==> src/hdl/aluPkg.sv <==
////////////////////
// ALU opcodes, CCR layout and decoded controls; only one-bit shifts, byte or word size
////////////////////
`default_nettype none

package aluPkg;

	localparam int ccrW = 5;                // X N Z V C

	// Flag bit positions within the CCR
	localparam int flagC = 0;
	localparam int flagV = 1;
	localparam int flagZ = 2;
	localparam int flagN = 3;
	localparam int flagX = 4;

	// Update masks, set bit takes the new flag
	localparam logic [ccrW-1:0] maskNz00 = 5'b01111; // C, V forced clear by the raw flags
	localparam logic [ccrW-1:0] maskNzvc = 5'b01111; // X kept
	localparam logic [ccrW-1:0] maskAll  = 5'b11111;
	localparam logic [ccrW-1:0] maskBcd  = 5'b11111; // Paired with sticky Z

	// Operation already decoded by the master
	typedef enum logic [4:0] {
		opAnd     = 5'd0,
		opOr      = 5'd1,
		opEor     = 5'd2,
		opNot     = 5'd3,
		opAdd     = 5'd4,
		opAddx    = 5'd5,
		opSub     = 5'd6,
		opSubx    = 5'd7,
		opCmp     = 5'd8,
		opAbcd    = 5'd9,
		opSbcd    = 5'd10,
		opAsl     = 5'd11,
		opAsr     = 5'd12,
		opLsl     = 5'd13,
		opLsr     = 5'd14,
		opRol     = 5'd15,
		opRor     = 5'd16,
		opRoxl    = 5'd17,
		opRoxr    = 5'd18,
		opExt     = 5'd19,
		opCcrLoad = 5'd20                   // Writes opA[4:0] into the CCR
	} aluOp;

	// Adder carry-in source
	typedef enum logic [1:0] {
		cinZero = 2'd0,
		cinOne  = 2'd1,                     // NOT as 0 - op - 1
		cinX    = 2'd2
	} addCinSel;

	// Bit shifted into the vacated end
	typedef enum logic [1:0] {
		shZero = 2'd0,
		shMsb  = 2'd1,
		shLsb  = 2'd2,
		shX    = 2'd3
	} shiftCinSel;

	typedef struct packed {
		aluOp            op;
		logic            isByte;
		addCinSel        addCin;
		logic            isAdd;             // Else opB - opA - cin
		logic            shiftRight;
		shiftCinSel      shiftCin;
		logic [ccrW-1:0] ccrMask;
		logic            stickyZ;           // Z can only be cleared
	} aluCtl;

endpackage

`default_nettype wire
==> src/hdl/busPkg.sv <==
////////////////////
// Wishbone command port and result bus; adr is one bit, reads return the CCR only
////////////////////
`default_nettype none

package busPkg;

	localparam int dataW = 16;

	// Self-contained command, 38 bits
	typedef struct packed {
		aluPkg::aluOp     op;
		logic             isByte;
		logic [dataW-1:0] opA;              // Addressing side
		logic [dataW-1:0] opB;              // Data side
	} aluCmd;

	typedef struct packed {
		logic  cyc;
		logic  stb;
		logic  we;
		logic  adr;                         // 0 command, 1 CCR load
		aluCmd dat;
	} wbReq;

	typedef struct packed {
		logic             ack;
		logic [dataW-1:0] dat;              // CCR, zero-extended
	} wbRsp;

	typedef struct packed {
		logic                    valid;
		logic [dataW-1:0]        result;
		logic [aluPkg::ccrW-1:0] ccr;
	} aluRes;

	// Decode to execute
	typedef struct packed {
		logic             valid;
		aluPkg::aluCtl    ctl;
		logic [dataW-1:0] opA;
		logic [dataW-1:0] opB;
	} decStage;

endpackage

`default_nettype wire

==> src/hdl/aluPipe.sv <==
////////////////////
// ALU top; result two cycles after the write ack, no back-pressure on res
////////////////////
`timescale 1ns/1ns
`default_nettype none

module aluPipe (
	input  logic          clk,
	input  logic          rstN,
	input  busPkg::wbReq  wbIn,
	output busPkg::wbRsp  wbOut,
	output busPkg::aluRes res
);

	busPkg::decStage dec;
	busPkg::wbRsp exRsp;                         // CCR read data
	logic ack;
	logic [aluPkg::ccrW-1:0] ccrLoadVal;

	// CCR load value rides in opA
	assign ccrLoadVal = dec.opA[aluPkg::ccrW-1:0];

	cmdDecode decode_i (
		.clk (clk),
		.rstN(rstN),
		.wbIn(wbIn),
		.ack (ack),
		.dec (dec)
	);

	aluExecute execute_i (
		.clk  (clk),
		.rstN (rstN),
		.dec  (dec),
		.ccrIn(ccrLoadVal),
		.res  (res),
		.wbOut(exRsp)
	);

	assign wbOut.ack = ack;
	assign wbOut.dat = exRsp.dat;

endmodule

`default_nettype wire

==> src/hdl/cmdDecode.sv <==
////////////////////
// Classic Wishbone slave, one ack per request; no wait states beyond the ack cycle
////////////////////
`timescale 1ns/1ns
`default_nettype none

module cmdDecode (
	input  logic            clk,
	input  logic            rstN,
	input  busPkg::wbReq    wbIn,
	output logic            ack,
	output busPkg::decStage dec
);

	aluPkg::aluOp cmdOp;
	aluPkg::aluCtl nextCtl;
	aluPkg::aluCtl decCtl;
	logic [busPkg::dataW-1:0] decA;
	logic [busPkg::dataW-1:0] decB;
	logic decValid;
	logic accept;

	assign accept = ack & wbIn.cyc & wbIn.stb & wbIn.we; // Request still held in ack cycle
	assign cmdOp = wbIn.adr ? aluPkg::opCcrLoad : wbIn.dat.op;

	// Operation to controls
	always_comb begin
		nextCtl = '0;
		nextCtl.op = cmdOp;
		nextCtl.isByte = wbIn.dat.isByte;
		nextCtl.addCin = aluPkg::cinZero;
		nextCtl.isAdd = 1'b1;
		nextCtl.shiftRight = 1'b0;
		nextCtl.shiftCin = aluPkg::shZero;
		nextCtl.ccrMask = aluPkg::maskNz00;  // Logic ops, ROL, ROR
		nextCtl.stickyZ = 1'b0;
		case (cmdOp)
			aluPkg::opAdd: nextCtl.ccrMask = aluPkg::maskAll;
			aluPkg::opAddx: begin
				nextCtl.addCin = aluPkg::cinX;
				nextCtl.ccrMask = aluPkg::maskAll;
				nextCtl.stickyZ = 1'b1;
			end
			aluPkg::opSub: begin
				nextCtl.isAdd = 1'b0;
				nextCtl.ccrMask = aluPkg::maskAll;
			end
			aluPkg::opSubx: begin
				nextCtl.isAdd = 1'b0;
				nextCtl.addCin = aluPkg::cinX;
				nextCtl.ccrMask = aluPkg::maskAll;
				nextCtl.stickyZ = 1'b1;
			end
			aluPkg::opCmp: begin
				nextCtl.isAdd = 1'b0;
				nextCtl.ccrMask = aluPkg::maskNzvc; // X untouched
			end
			aluPkg::opNot: begin
				nextCtl.isAdd = 1'b0;
				nextCtl.addCin = aluPkg::cinOne;
			end
			aluPkg::opAbcd, aluPkg::opSbcd: begin
				nextCtl.isAdd = (cmdOp == aluPkg::opAbcd);
				nextCtl.addCin = aluPkg::cinX;
				nextCtl.isByte = 1'b1;       // BCD is byte only
				nextCtl.ccrMask = aluPkg::maskBcd;
				nextCtl.stickyZ = 1'b1;
			end
			aluPkg::opExt: nextCtl.isByte = 1'b0; // Word result
			aluPkg::opAsl, aluPkg::opLsl: nextCtl.ccrMask = aluPkg::maskAll;
			aluPkg::opAsr: begin
				nextCtl.shiftRight = 1'b1;
				nextCtl.shiftCin = aluPkg::shMsb; // Sign fill
				nextCtl.ccrMask = aluPkg::maskAll;
			end
			aluPkg::opLsr: begin
				nextCtl.shiftRight = 1'b1;
				nextCtl.ccrMask = aluPkg::maskAll;
			end
			aluPkg::opRol: nextCtl.shiftCin = aluPkg::shMsb;
			aluPkg::opRor: begin
				nextCtl.shiftRight = 1'b1;
				nextCtl.shiftCin = aluPkg::shLsb;
			end
			aluPkg::opRoxl, aluPkg::opRoxr: begin
				nextCtl.shiftRight = (cmdOp == aluPkg::opRoxr);
				nextCtl.shiftCin = aluPkg::shX; // Rotate through X
				nextCtl.ccrMask = aluPkg::maskAll;
			end
			default: ;                       // AND, OR, EOR, CCR load
		endcase
	end

	always_ff @(posedge clk or negedge rstN) begin
		if (!rstN) begin
			ack <= 1'b0;
			decValid <= 1'b0;
		end else begin
			ack <= wbIn.cyc & wbIn.stb & ~ack; // Single-cycle pulse
			decValid <= accept;
		end
	end

	// Payload, no reset
	always_ff @(posedge clk) begin
		if (accept) begin
			decCtl <= nextCtl;
			decA <= wbIn.dat.opA;
			decB <= wbIn.dat.opB;
		end
	end

	assign dec.valid = decValid;
	assign dec.ctl = decCtl;
	assign dec.opA = decA;
	assign dec.opB = decB;

endmodule

`default_nettype wire

==> src/hdl/aluExecute.sv <==
////////////////////
// Execute stage; result and CCR registered together, byte results have a zero upper byte
////////////////////
`timescale 1ns/1ns
`default_nettype none

module aluExecute (
	input  logic                    clk,
	input  logic                    rstN,
	input  busPkg::decStage         dec,
	input  logic [aluPkg::ccrW-1:0] ccrIn,
	output busPkg::aluRes           res,
	output busPkg::wbRsp            wbOut
);

	logic [aluPkg::ccrW-1:0] ccr;
	logic [busPkg::dataW-1:0] opA;
	logic [busPkg::dataW-1:0] bIn;
	logic [busPkg::dataW-1:0] addRes;
	logic [busPkg::dataW-1:0] shiftRes;
	logic [busPkg::dataW-1:0] nextRes;
	logic [busPkg::dataW-1:0] resData;
	logic [16:0] sumW;
	logic [8:0] sumB;
	logic [7:0] bcdRes;
	logic cin, addC, addV, hCarry;
	logic msbA, msbB, msbR, srcSign;
	logic shiftIn, shiftOutBit, shiftVChange;
	logic bcdC, bcdV, resValid;

	assign opA = dec.opA;
	assign bIn = (dec.ctl.op == aluPkg::opNot) ? '0 : dec.opB; // NOT is 0 - opA - 1
	assign msbA = dec.ctl.isByte ? opA[7] : opA[15];

	// Adder, data side minus addressing side
	always_comb begin
		case (dec.ctl.addCin)
			aluPkg::cinOne: cin = 1'b1;
			aluPkg::cinX:   cin = ccr[aluPkg::flagX];
			default:        cin = 1'b0;
		endcase
		if (dec.ctl.isAdd) begin
			sumW = {1'b0, bIn} + {1'b0, opA} + 17'(cin);
			sumB = {1'b0, bIn[7:0]} + {1'b0, opA[7:0]} + 9'(cin);
		end else begin
			sumW = {1'b0, bIn} - {1'b0, opA} - 17'(cin);
			sumB = {1'b0, bIn[7:0]} - {1'b0, opA[7:0]} - 9'(cin);
		end
		addRes = dec.ctl.isByte ? {8'h00, sumB[7:0]} : sumW[15:0];
		addC = dec.ctl.isByte ? sumB[8] : sumW[16];     // Borrow on subtract
		msbB = dec.ctl.isByte ? bIn[7] : bIn[15];
		msbR = dec.ctl.isByte ? sumB[7] : sumW[15];
		srcSign = dec.ctl.isAdd ? msbA : ~msbA;
		addV = (srcSign & msbB & ~msbR) | (~srcSign & ~msbB & msbR);
		hCarry = opA[4] ^ bIn[4] ^ sumB[4];            // Carry into bit 4
	end

	// Shift-in bit and what falls out
	always_comb begin
		case (dec.ctl.shiftCin)
			aluPkg::shMsb: shiftIn = msbA;
			aluPkg::shLsb: shiftIn = opA[0];
			aluPkg::shX:   shiftIn = ccr[aluPkg::flagX];
			default:       shiftIn = 1'b0;
		endcase
		shiftOutBit = dec.ctl.shiftRight ? opA[0] : msbA;
		shiftVChange = msbA ^ (dec.ctl.isByte ? opA[6] : opA[14]); // ASL sign change
	end

	aluShifter shifter_i (
		.data      (opA),
		.isByte    (dec.ctl.isByte),
		.shiftRight(dec.ctl.shiftRight),
		.cin       (shiftIn),
		.result    (shiftRes)
	);

	// Byte carry or borrow forces the high-digit fix
	bcdAdjust bcd_i (
		.binResult(sumB[7:0]),
		.isAdd    (dec.ctl.isAdd),
		.hCarry   (hCarry),
		.xIn      (sumB[8]),
		.bcdResult(bcdRes),
		.decCarry (bcdC),
		.ov       (bcdV)
	);

	// Result select
	always_comb begin
		case (dec.ctl.op)
			aluPkg::opAnd: nextRes = opA & dec.opB;
			aluPkg::opOr:  nextRes = opA | dec.opB;
			aluPkg::opEor: nextRes = opA ^ dec.opB;
			aluPkg::opExt: nextRes = {{8{opA[7]}}, opA[7:0]};
			aluPkg::opNot, aluPkg::opAdd, aluPkg::opAddx,
			aluPkg::opSub, aluPkg::opSubx, aluPkg::opCmp: nextRes = addRes;
			aluPkg::opAbcd, aluPkg::opSbcd: nextRes = {8'h00, bcdRes};
			aluPkg::opAsl, aluPkg::opAsr, aluPkg::opLsl, aluPkg::opLsr,
			aluPkg::opRol, aluPkg::opRor, aluPkg::opRoxl, aluPkg::opRoxr: nextRes = shiftRes;
			default: nextRes = '0;               // CCR load
		endcase
		if (dec.ctl.isByte)
			nextRes[15:8] = 8'h00;
	end

	ccrUnit ccr_i (
		.clk         (clk),
		.rstN        (rstN),
		.ctl         (dec.ctl),
		.valid       (dec.valid),
		.result      (nextRes),
		.addC        (addC),
		.addV        (addV),
		.bcdC        (bcdC),
		.bcdV        (bcdV),
		.shiftOutBit (shiftOutBit),
		.shiftVChange(shiftVChange),
		.loadValue   (ccrIn),
		.ccr         (ccr)
	);

	always_ff @(posedge clk or negedge rstN) begin
		if (!rstN)
			resValid <= 1'b0;
		else
			resValid <= dec.valid & (dec.ctl.op != aluPkg::opCcrLoad);
	end

	always_ff @(posedge clk) begin
		if (dec.valid)
			resData <= nextRes;
	end

	assign res.valid = resValid;
	assign res.result = resData;
	assign res.ccr = ccr;                        // Updated at the same edge as resData

	assign wbOut.ack = 1'b0;                     // Ack comes from the decode stage
	assign wbOut.dat = {{(busPkg::dataW - aluPkg::ccrW){1'b0}}, ccr};

endmodule

`default_nettype wire

==> src/hdl/ccrUnit.sv <==
////////////////////
// CCR update per masked op; a CCR load overrides the mask
////////////////////
`timescale 1ns/1ns
`default_nettype none

module ccrUnit (
	input  logic                    clk,
	input  logic                    rstN,
	input  aluPkg::aluCtl           ctl,
	input  logic                    valid,
	input  logic [15:0]             result,
	input  logic                    addC,
	input  logic                    addV,
	input  logic                    bcdC,
	input  logic                    bcdV,
	input  logic                    shiftOutBit,
	input  logic                    shiftVChange,
	input  logic [aluPkg::ccrW-1:0] loadValue,
	output logic [aluPkg::ccrW-1:0] ccr
);

	logic [aluPkg::ccrW-1:0] raw;
	logic [aluPkg::ccrW-1:0] merged;

	// Raw flags from the op's source
	always_comb begin
		raw = '0;                            // C and V clear for logic ops
		raw[aluPkg::flagX] = ccr[aluPkg::flagX];
		raw[aluPkg::flagN] = ctl.isByte ? result[7] : result[15];
		raw[aluPkg::flagZ] = ctl.isByte ? (result[7:0] == 8'h00) : (result == 16'h0000);
		case (ctl.op)
			aluPkg::opAdd, aluPkg::opAddx, aluPkg::opSub,
			aluPkg::opSubx, aluPkg::opCmp: begin
				raw[aluPkg::flagC] = addC;
				raw[aluPkg::flagX] = addC;    // Masked off for CMP
				raw[aluPkg::flagV] = addV;
			end
			aluPkg::opAbcd, aluPkg::opSbcd: begin
				raw[aluPkg::flagC] = bcdC;
				raw[aluPkg::flagX] = bcdC;
				raw[aluPkg::flagV] = bcdV;
			end
			aluPkg::opAsl: begin
				raw[aluPkg::flagC] = shiftOutBit;
				raw[aluPkg::flagX] = shiftOutBit;
				raw[aluPkg::flagV] = shiftVChange; // MSB changed
			end
			aluPkg::opAsr, aluPkg::opLsl, aluPkg::opLsr,
			aluPkg::opRoxl, aluPkg::opRoxr: begin
				raw[aluPkg::flagC] = shiftOutBit;
				raw[aluPkg::flagX] = shiftOutBit;
			end
			aluPkg::opRol, aluPkg::opRor: raw[aluPkg::flagC] = shiftOutBit; // X untouched
			default: ;
		endcase
	end

	// Mask merge
	always_comb begin
		merged = (raw & ctl.ccrMask) | (ccr & ~ctl.ccrMask);
		if (ctl.stickyZ)
			merged[aluPkg::flagZ] = raw[aluPkg::flagZ] & ccr[aluPkg::flagZ]; // Clear only
	end

	always_ff @(posedge clk or negedge rstN) begin
		if (!rstN)
			ccr <= '0;
		else if (valid)
			ccr <= (ctl.op == aluPkg::opCcrLoad) ? loadValue : merged;
	end

endmodule

`default_nettype wire

==> src/hdl/bcdAdjust.sv <==
////////////////////
// Packed BCD correction of one byte; xIn is the binary carry or borrow of that byte
////////////////////
`timescale 1ns/1ns
`default_nettype none

module bcdAdjust (
	input  logic [7:0] binResult,
	input  logic       isAdd,
	input  logic       hCarry,
	input  logic       xIn,
	output logic [7:0] bcdResult,
	output logic       decCarry,
	output logic       ov
);

	logic [8:0] lowAdj;
	logic [4:0] highAdj;
	logic lowFix, highFix;

	// Nibble above 9
	function automatic logic gt9(input logic [3:0] nib);
		return nib[3] & (nib[2] | nib[1]);
	endfunction

	always_comb begin
		lowFix = hCarry | (isAdd & gt9(binResult[3:0]));
		if (isAdd) begin
			lowAdj = {1'b0, binResult} + (lowFix ? 9'h6 : 9'h0);
			highFix = xIn | gt9(lowAdj[7:4]) | lowAdj[8];
			highAdj = lowAdj[8:4] + (highFix ? 5'h6 : 5'h0);
			ov = highAdj[3] & ~binResult[7];
		end else begin
			lowAdj = {1'b0, binResult} - (lowFix ? 9'h6 : 9'h0);
			highFix = xIn;                   // Only a borrow corrects the high digit
			highAdj = lowAdj[8:4] - (highFix ? 5'h6 : 5'h0);
			ov = ~highAdj[3] & binResult[7];
		end
	end

	assign bcdResult = {highAdj[3:0], lowAdj[3:0]};
	assign decCarry = highAdj[4] | xIn;          // Decimal carry or borrow

endmodule

`default_nettype wire

==> src/hdl/aluShifter.sv <==
////////////////////
// One-bit shift or rotate; upper byte is junk on byte operands
////////////////////
`timescale 1ns/1ns
`default_nettype none

module aluShifter (
	input  logic [15:0] data,
	input  logic        isByte,
	input  logic        shiftRight,
	input  logic        cin,
	output logic [15:0] result
);

	logic [15:0] sized;

	always_comb begin
		sized = data;
		if (isByte)
			sized[8] = cin;                  // Lands at bit 7 on a right shift
		if (shiftRight)
			result = {cin, sized[15:1]};
		else
			result = {sized[14:0], cin};     // Left always fills bit 0
	end

endmodule

`default_nettype wire

==> config.mk <==
export PLATFORM = sky130hd
export DESIGN_NAME = aluPipe
export DESIGN_NICKNAME = d
export VERILOG_FILES = /design/src/hdl/aluPkg.sv /design/src/hdl/busPkg.sv /design/src/hdl/aluPipe.sv /design/src/hdl/cmdDecode.sv /design/src/hdl/aluExecute.sv /design/src/hdl/ccrUnit.sv /design/src/hdl/bcdAdjust.sv /design/src/hdl/aluShifter.sv
export SDC_FILE = /design/constraint.sdc
export NUM_CORES = 1
export LEC_CHECK = 0
export BUFFER_PORTS_ARGS = -buffer_cell sky130_fd_sc_hd__buf_2
export CORE_ASPECT_RATIO = 1.1
export CORE_MARGIN = 1
export CORE_UTILIZATION = 45
export CTS_CLUSTER_DIAMETER = 200
export DETAILED_ROUTE_END_ITERATION = 7
export PLACE_DENSITY = 0.66
export SLEW_MARGIN = 20
export SYNTH_ARGS = -nofsm -noshare
export SYNTH_HDL_FRONTEND = slang
export SYNTH_SLANG_ARGS = --single-unit
==> constraint.sdc <==
create_clock -name clk -period 8.9 [get_ports clk]
set_clock_uncertainty 0.1 [all_clocks]
set_input_delay 0.445 -clock clk [delete_from_list [all_inputs] [get_ports clk]]
set_output_delay 0.445 -clock clk [all_outputs]
set_load 0.005 [all_outputs]
==> results by group <==
Synthesis
  – Register area share after synthesis: 0.284
  – Post-synth EDFFs: 62
  – Commonest cells post-synth: inv_1, ha_1, nor2_1, nand2_1, a21oi_1
  – Synth top area cells: edfxtp_1, ha_1, inv_1
  – Synth top area share: 0.257
  – Synth cell types: 84
  – Synthesized flop and latch total: 70
  – Ys async rst share: 0.114
  – Average footprint of a synthesized cell: 8.56 um^2
  – Mapped Cells: 847
  – Primary FF master, synth: edfxtp_1
  – Synth area leader: edfxtp_1
  – Most numerous cell in the Yosys netlist: inv_1
  – Warnings from Yosys: 0
  – Synthesized area: 0.00725 mm^2

Critical path
  – Number of cells on the critical path: 31
  – Largest fanout on the critical path: 14
  – Worst Reg-to-Reg Cells: 31
  – Buf+Inv Stages, Crit Path: 2
  – Worst setup EP type: flop
  – Crit path DAT: 8.32 ns
  – Most used cell, CP: nand2_1
  – Critical Setup Path Class: flop to flop
  – Max stage delay on crit path: 0.58 ns
  – Worst endpoint required time: 9.06 ns
  – Family with the most delay on the worst path: simple AND/OR/NAND/NOR gates
  – Critical-path top delay cell: a21oi_1
  – CP startpoint kind: flop

Cells and area
  – Final Non-Filler Cells: 1103
  – ANT cells: 0
  – Area grow syn2layout: 10.6%
  – Proportion of layout cells with a drive suffix above 1: 0.132
  – Nets: 1035

Placed design
  – Hpwl dp: 16.0 mm
  – Inst Count DP: 1086
  – GP Congestion: 0.942
  – PortBufs: 71

Floorplanning
  – Ports: 83
  – CORE AREA: 0.0157 mm^2
  – Die area: 0.0166 mm^2
  – Die H: 135 um
  – Die Wd: 123 um
  – Starting Density: 0.461
  – Site Rows: 48

Routing
  – Vias/cell: 5.85
  – DRC violations left: 0
  – Iter 0 DRT Violations: 412
  – DR vias: 6454
  – Total wire length: 20.6 mm
  – Routed len/inst: 18.7 um
  – 1st-pass router iterations: 5
  – Antenna-violating nets left: 0

STA
  – Peak Freq: 122 MHz
  – Unrepaired setup endpoints after global routing: no
  – Setup TNS: 0 ns
  – Final setup fails: 0
  – Final Hold Vio Count: 0
  – Final Max Slew Viols: 0
  – Slew margin rel.: 0.468
  – Tcrit/Tclk final: 0.918
  – Slew @ Worst Pin: 0.776 ns
  – Shortest period the worst path allows: 8.17 ns

Clocking
  – Sink Count: 70
  – TritonCTS Buffers: 9
  – CTS tree: built
  – Max clock buf depth: 2
  – CTS resizes: 0
  – H-Tree Level Count: 3
  – Clk slew on worst S/H paths: 0.07 ns
  – Clk_lat worst skew: 0.35 ns
  – Root Buffer: clkbuf_16
  – Post-CTS Setup Inserts: 0

Global route
  – Initial antenna violation count: 0
  – GR Util All Layers: 0.256
  – Global-route wire length before repair: 32.1 mm
  – Overflow after GRT: 0
  – Pin count of the biggest net entering global routing: 48
  – Vias in the first global route: 6067

Min path
  – Hold depth: 1
  – Min-Delay Path Class: input pin to flop

Power and ir drop
  – Worst IR Drop VDD: 0.104 mV
  – Leak: 0.00356 uW
  – Pwr per Cell Area: 111 mW/mm^2
  – Total power: 889 uW

Status
  – Status: complete, no violations

Job
  – Max-cap violations: 0
state kept, by name, indices dropped and copies added, names as in the netlist, named ones only:
signal / flops
decode_i.decA: 16
decode_i.decB: 16
execute_i.ccr_i.ccr: 4
execute_i.resData: 16
decode_i.dec: 14
decode_i.ack: 1
decode_i.decValid: 1
execute_i.resValid: 1
path summary, 6_finish.rpt:
kind / start / to / slack [ns]
max in group asynchronous: rstN / execute_i.ccr_i.ccr[0] / 8.06
min: wbIn[29] / decode_i.decA[13] / 0.17
min reg2reg: decode_i.ack / decode_i.ack / 0.35
min in group asynchronous: rstN / async pin / 0.42
max: decode_i.dec[47] / execute_i.ccr_i.ccr[2] / 0.73
max reg2reg: decode_i.dec[47] / execute_i.ccr_i.ccr[2] / 0.73
repair_timing:
| item | in CTS | in global routing |
|---|---|---|
| endpoints found under the setup margin | 0 | 0 |
| hold buffers | 1 | 0 |
| hold endpoints to repair | 8 | 0 |
area by class of cell:
| cell class | instances | area [um^2] |
|---|---|---|
| repair buffers | 81 | 433 |
| well taps | 200 | 250 |
| fillers | 1546 | 7710 |
| inverters | 95 | 357 |
| clock inverters | 5 | 83.8 |
| flip-flops and latches | 70 | 2060 |
| clock buffers | 11 | 233 |
| multi-input cells | 641 | 4610 |
where the power goes:
part / internal (uW) / leakage, uW / switching (uW) / total [uW]
clock network: 247 / 0.000146 / 148 / 395
registers: 365 / 0.000685 / 8.96 / 373
logic: 51.1 / 0.00272 / 69.0 / 120
total: 662 / 0.00356 / 226 / 889
layer usage:
metal / share of wire / GRT usage / wire (um)
met4: 0.034 / 0.113 / 695
met2: 0.45 / 0.404 / 9310
met1: 0.44 / 0.339 / 8980
met3: 0.078 / 0.0488 / 1600
met5: 0 / 0 / 0
logic make-up after synthesis:
family / Yosys count / synth area share
flip-flops: 70 / 0.284
multiplexers: 26 / 0.0390
AO/OA/AOI/OAI: 220 / 0.210
adder cells (fa/ha/maj): 93 / 0.169
XOR/XNOR: 29 / 0.0369
other: 1 / 0.000517
AND/OR/NAND/NOR: 262 / 0.174
buffers and inverters: 146 / 0.0868
per-stage QoR:
step	utilization	hold WS (ns)	worst slack (ns)	area, um^2
4_1_cts	0.510	0.160	0.822	8020
3_3_place_gp	0.489	0.230	1.12	7700
6_report	0.510	0.166	0.732	8020
2_1_floorplan	-	0.0494	1.85	7290
5_1_grt	0.510	0.160	0.0364	8020
3_5_place_dp	0.489	0.227	0.817	7700
cells in the final DEF (no fill, tap or decap), types with 14 or more instances in the layout:
master / n
a21oi_1: 65
buf_2: 71
edfxtp_1: 62
ha_1: 85
inv_1: 94
mux2i_1: 20
nand2_1: 73
nor2_1: 84
nor2b_1: 14
nor3_1: 16
o21ai_0: 27
xnor2_1: 22
No activity file was read; power rests on OpenSTA's default activity.
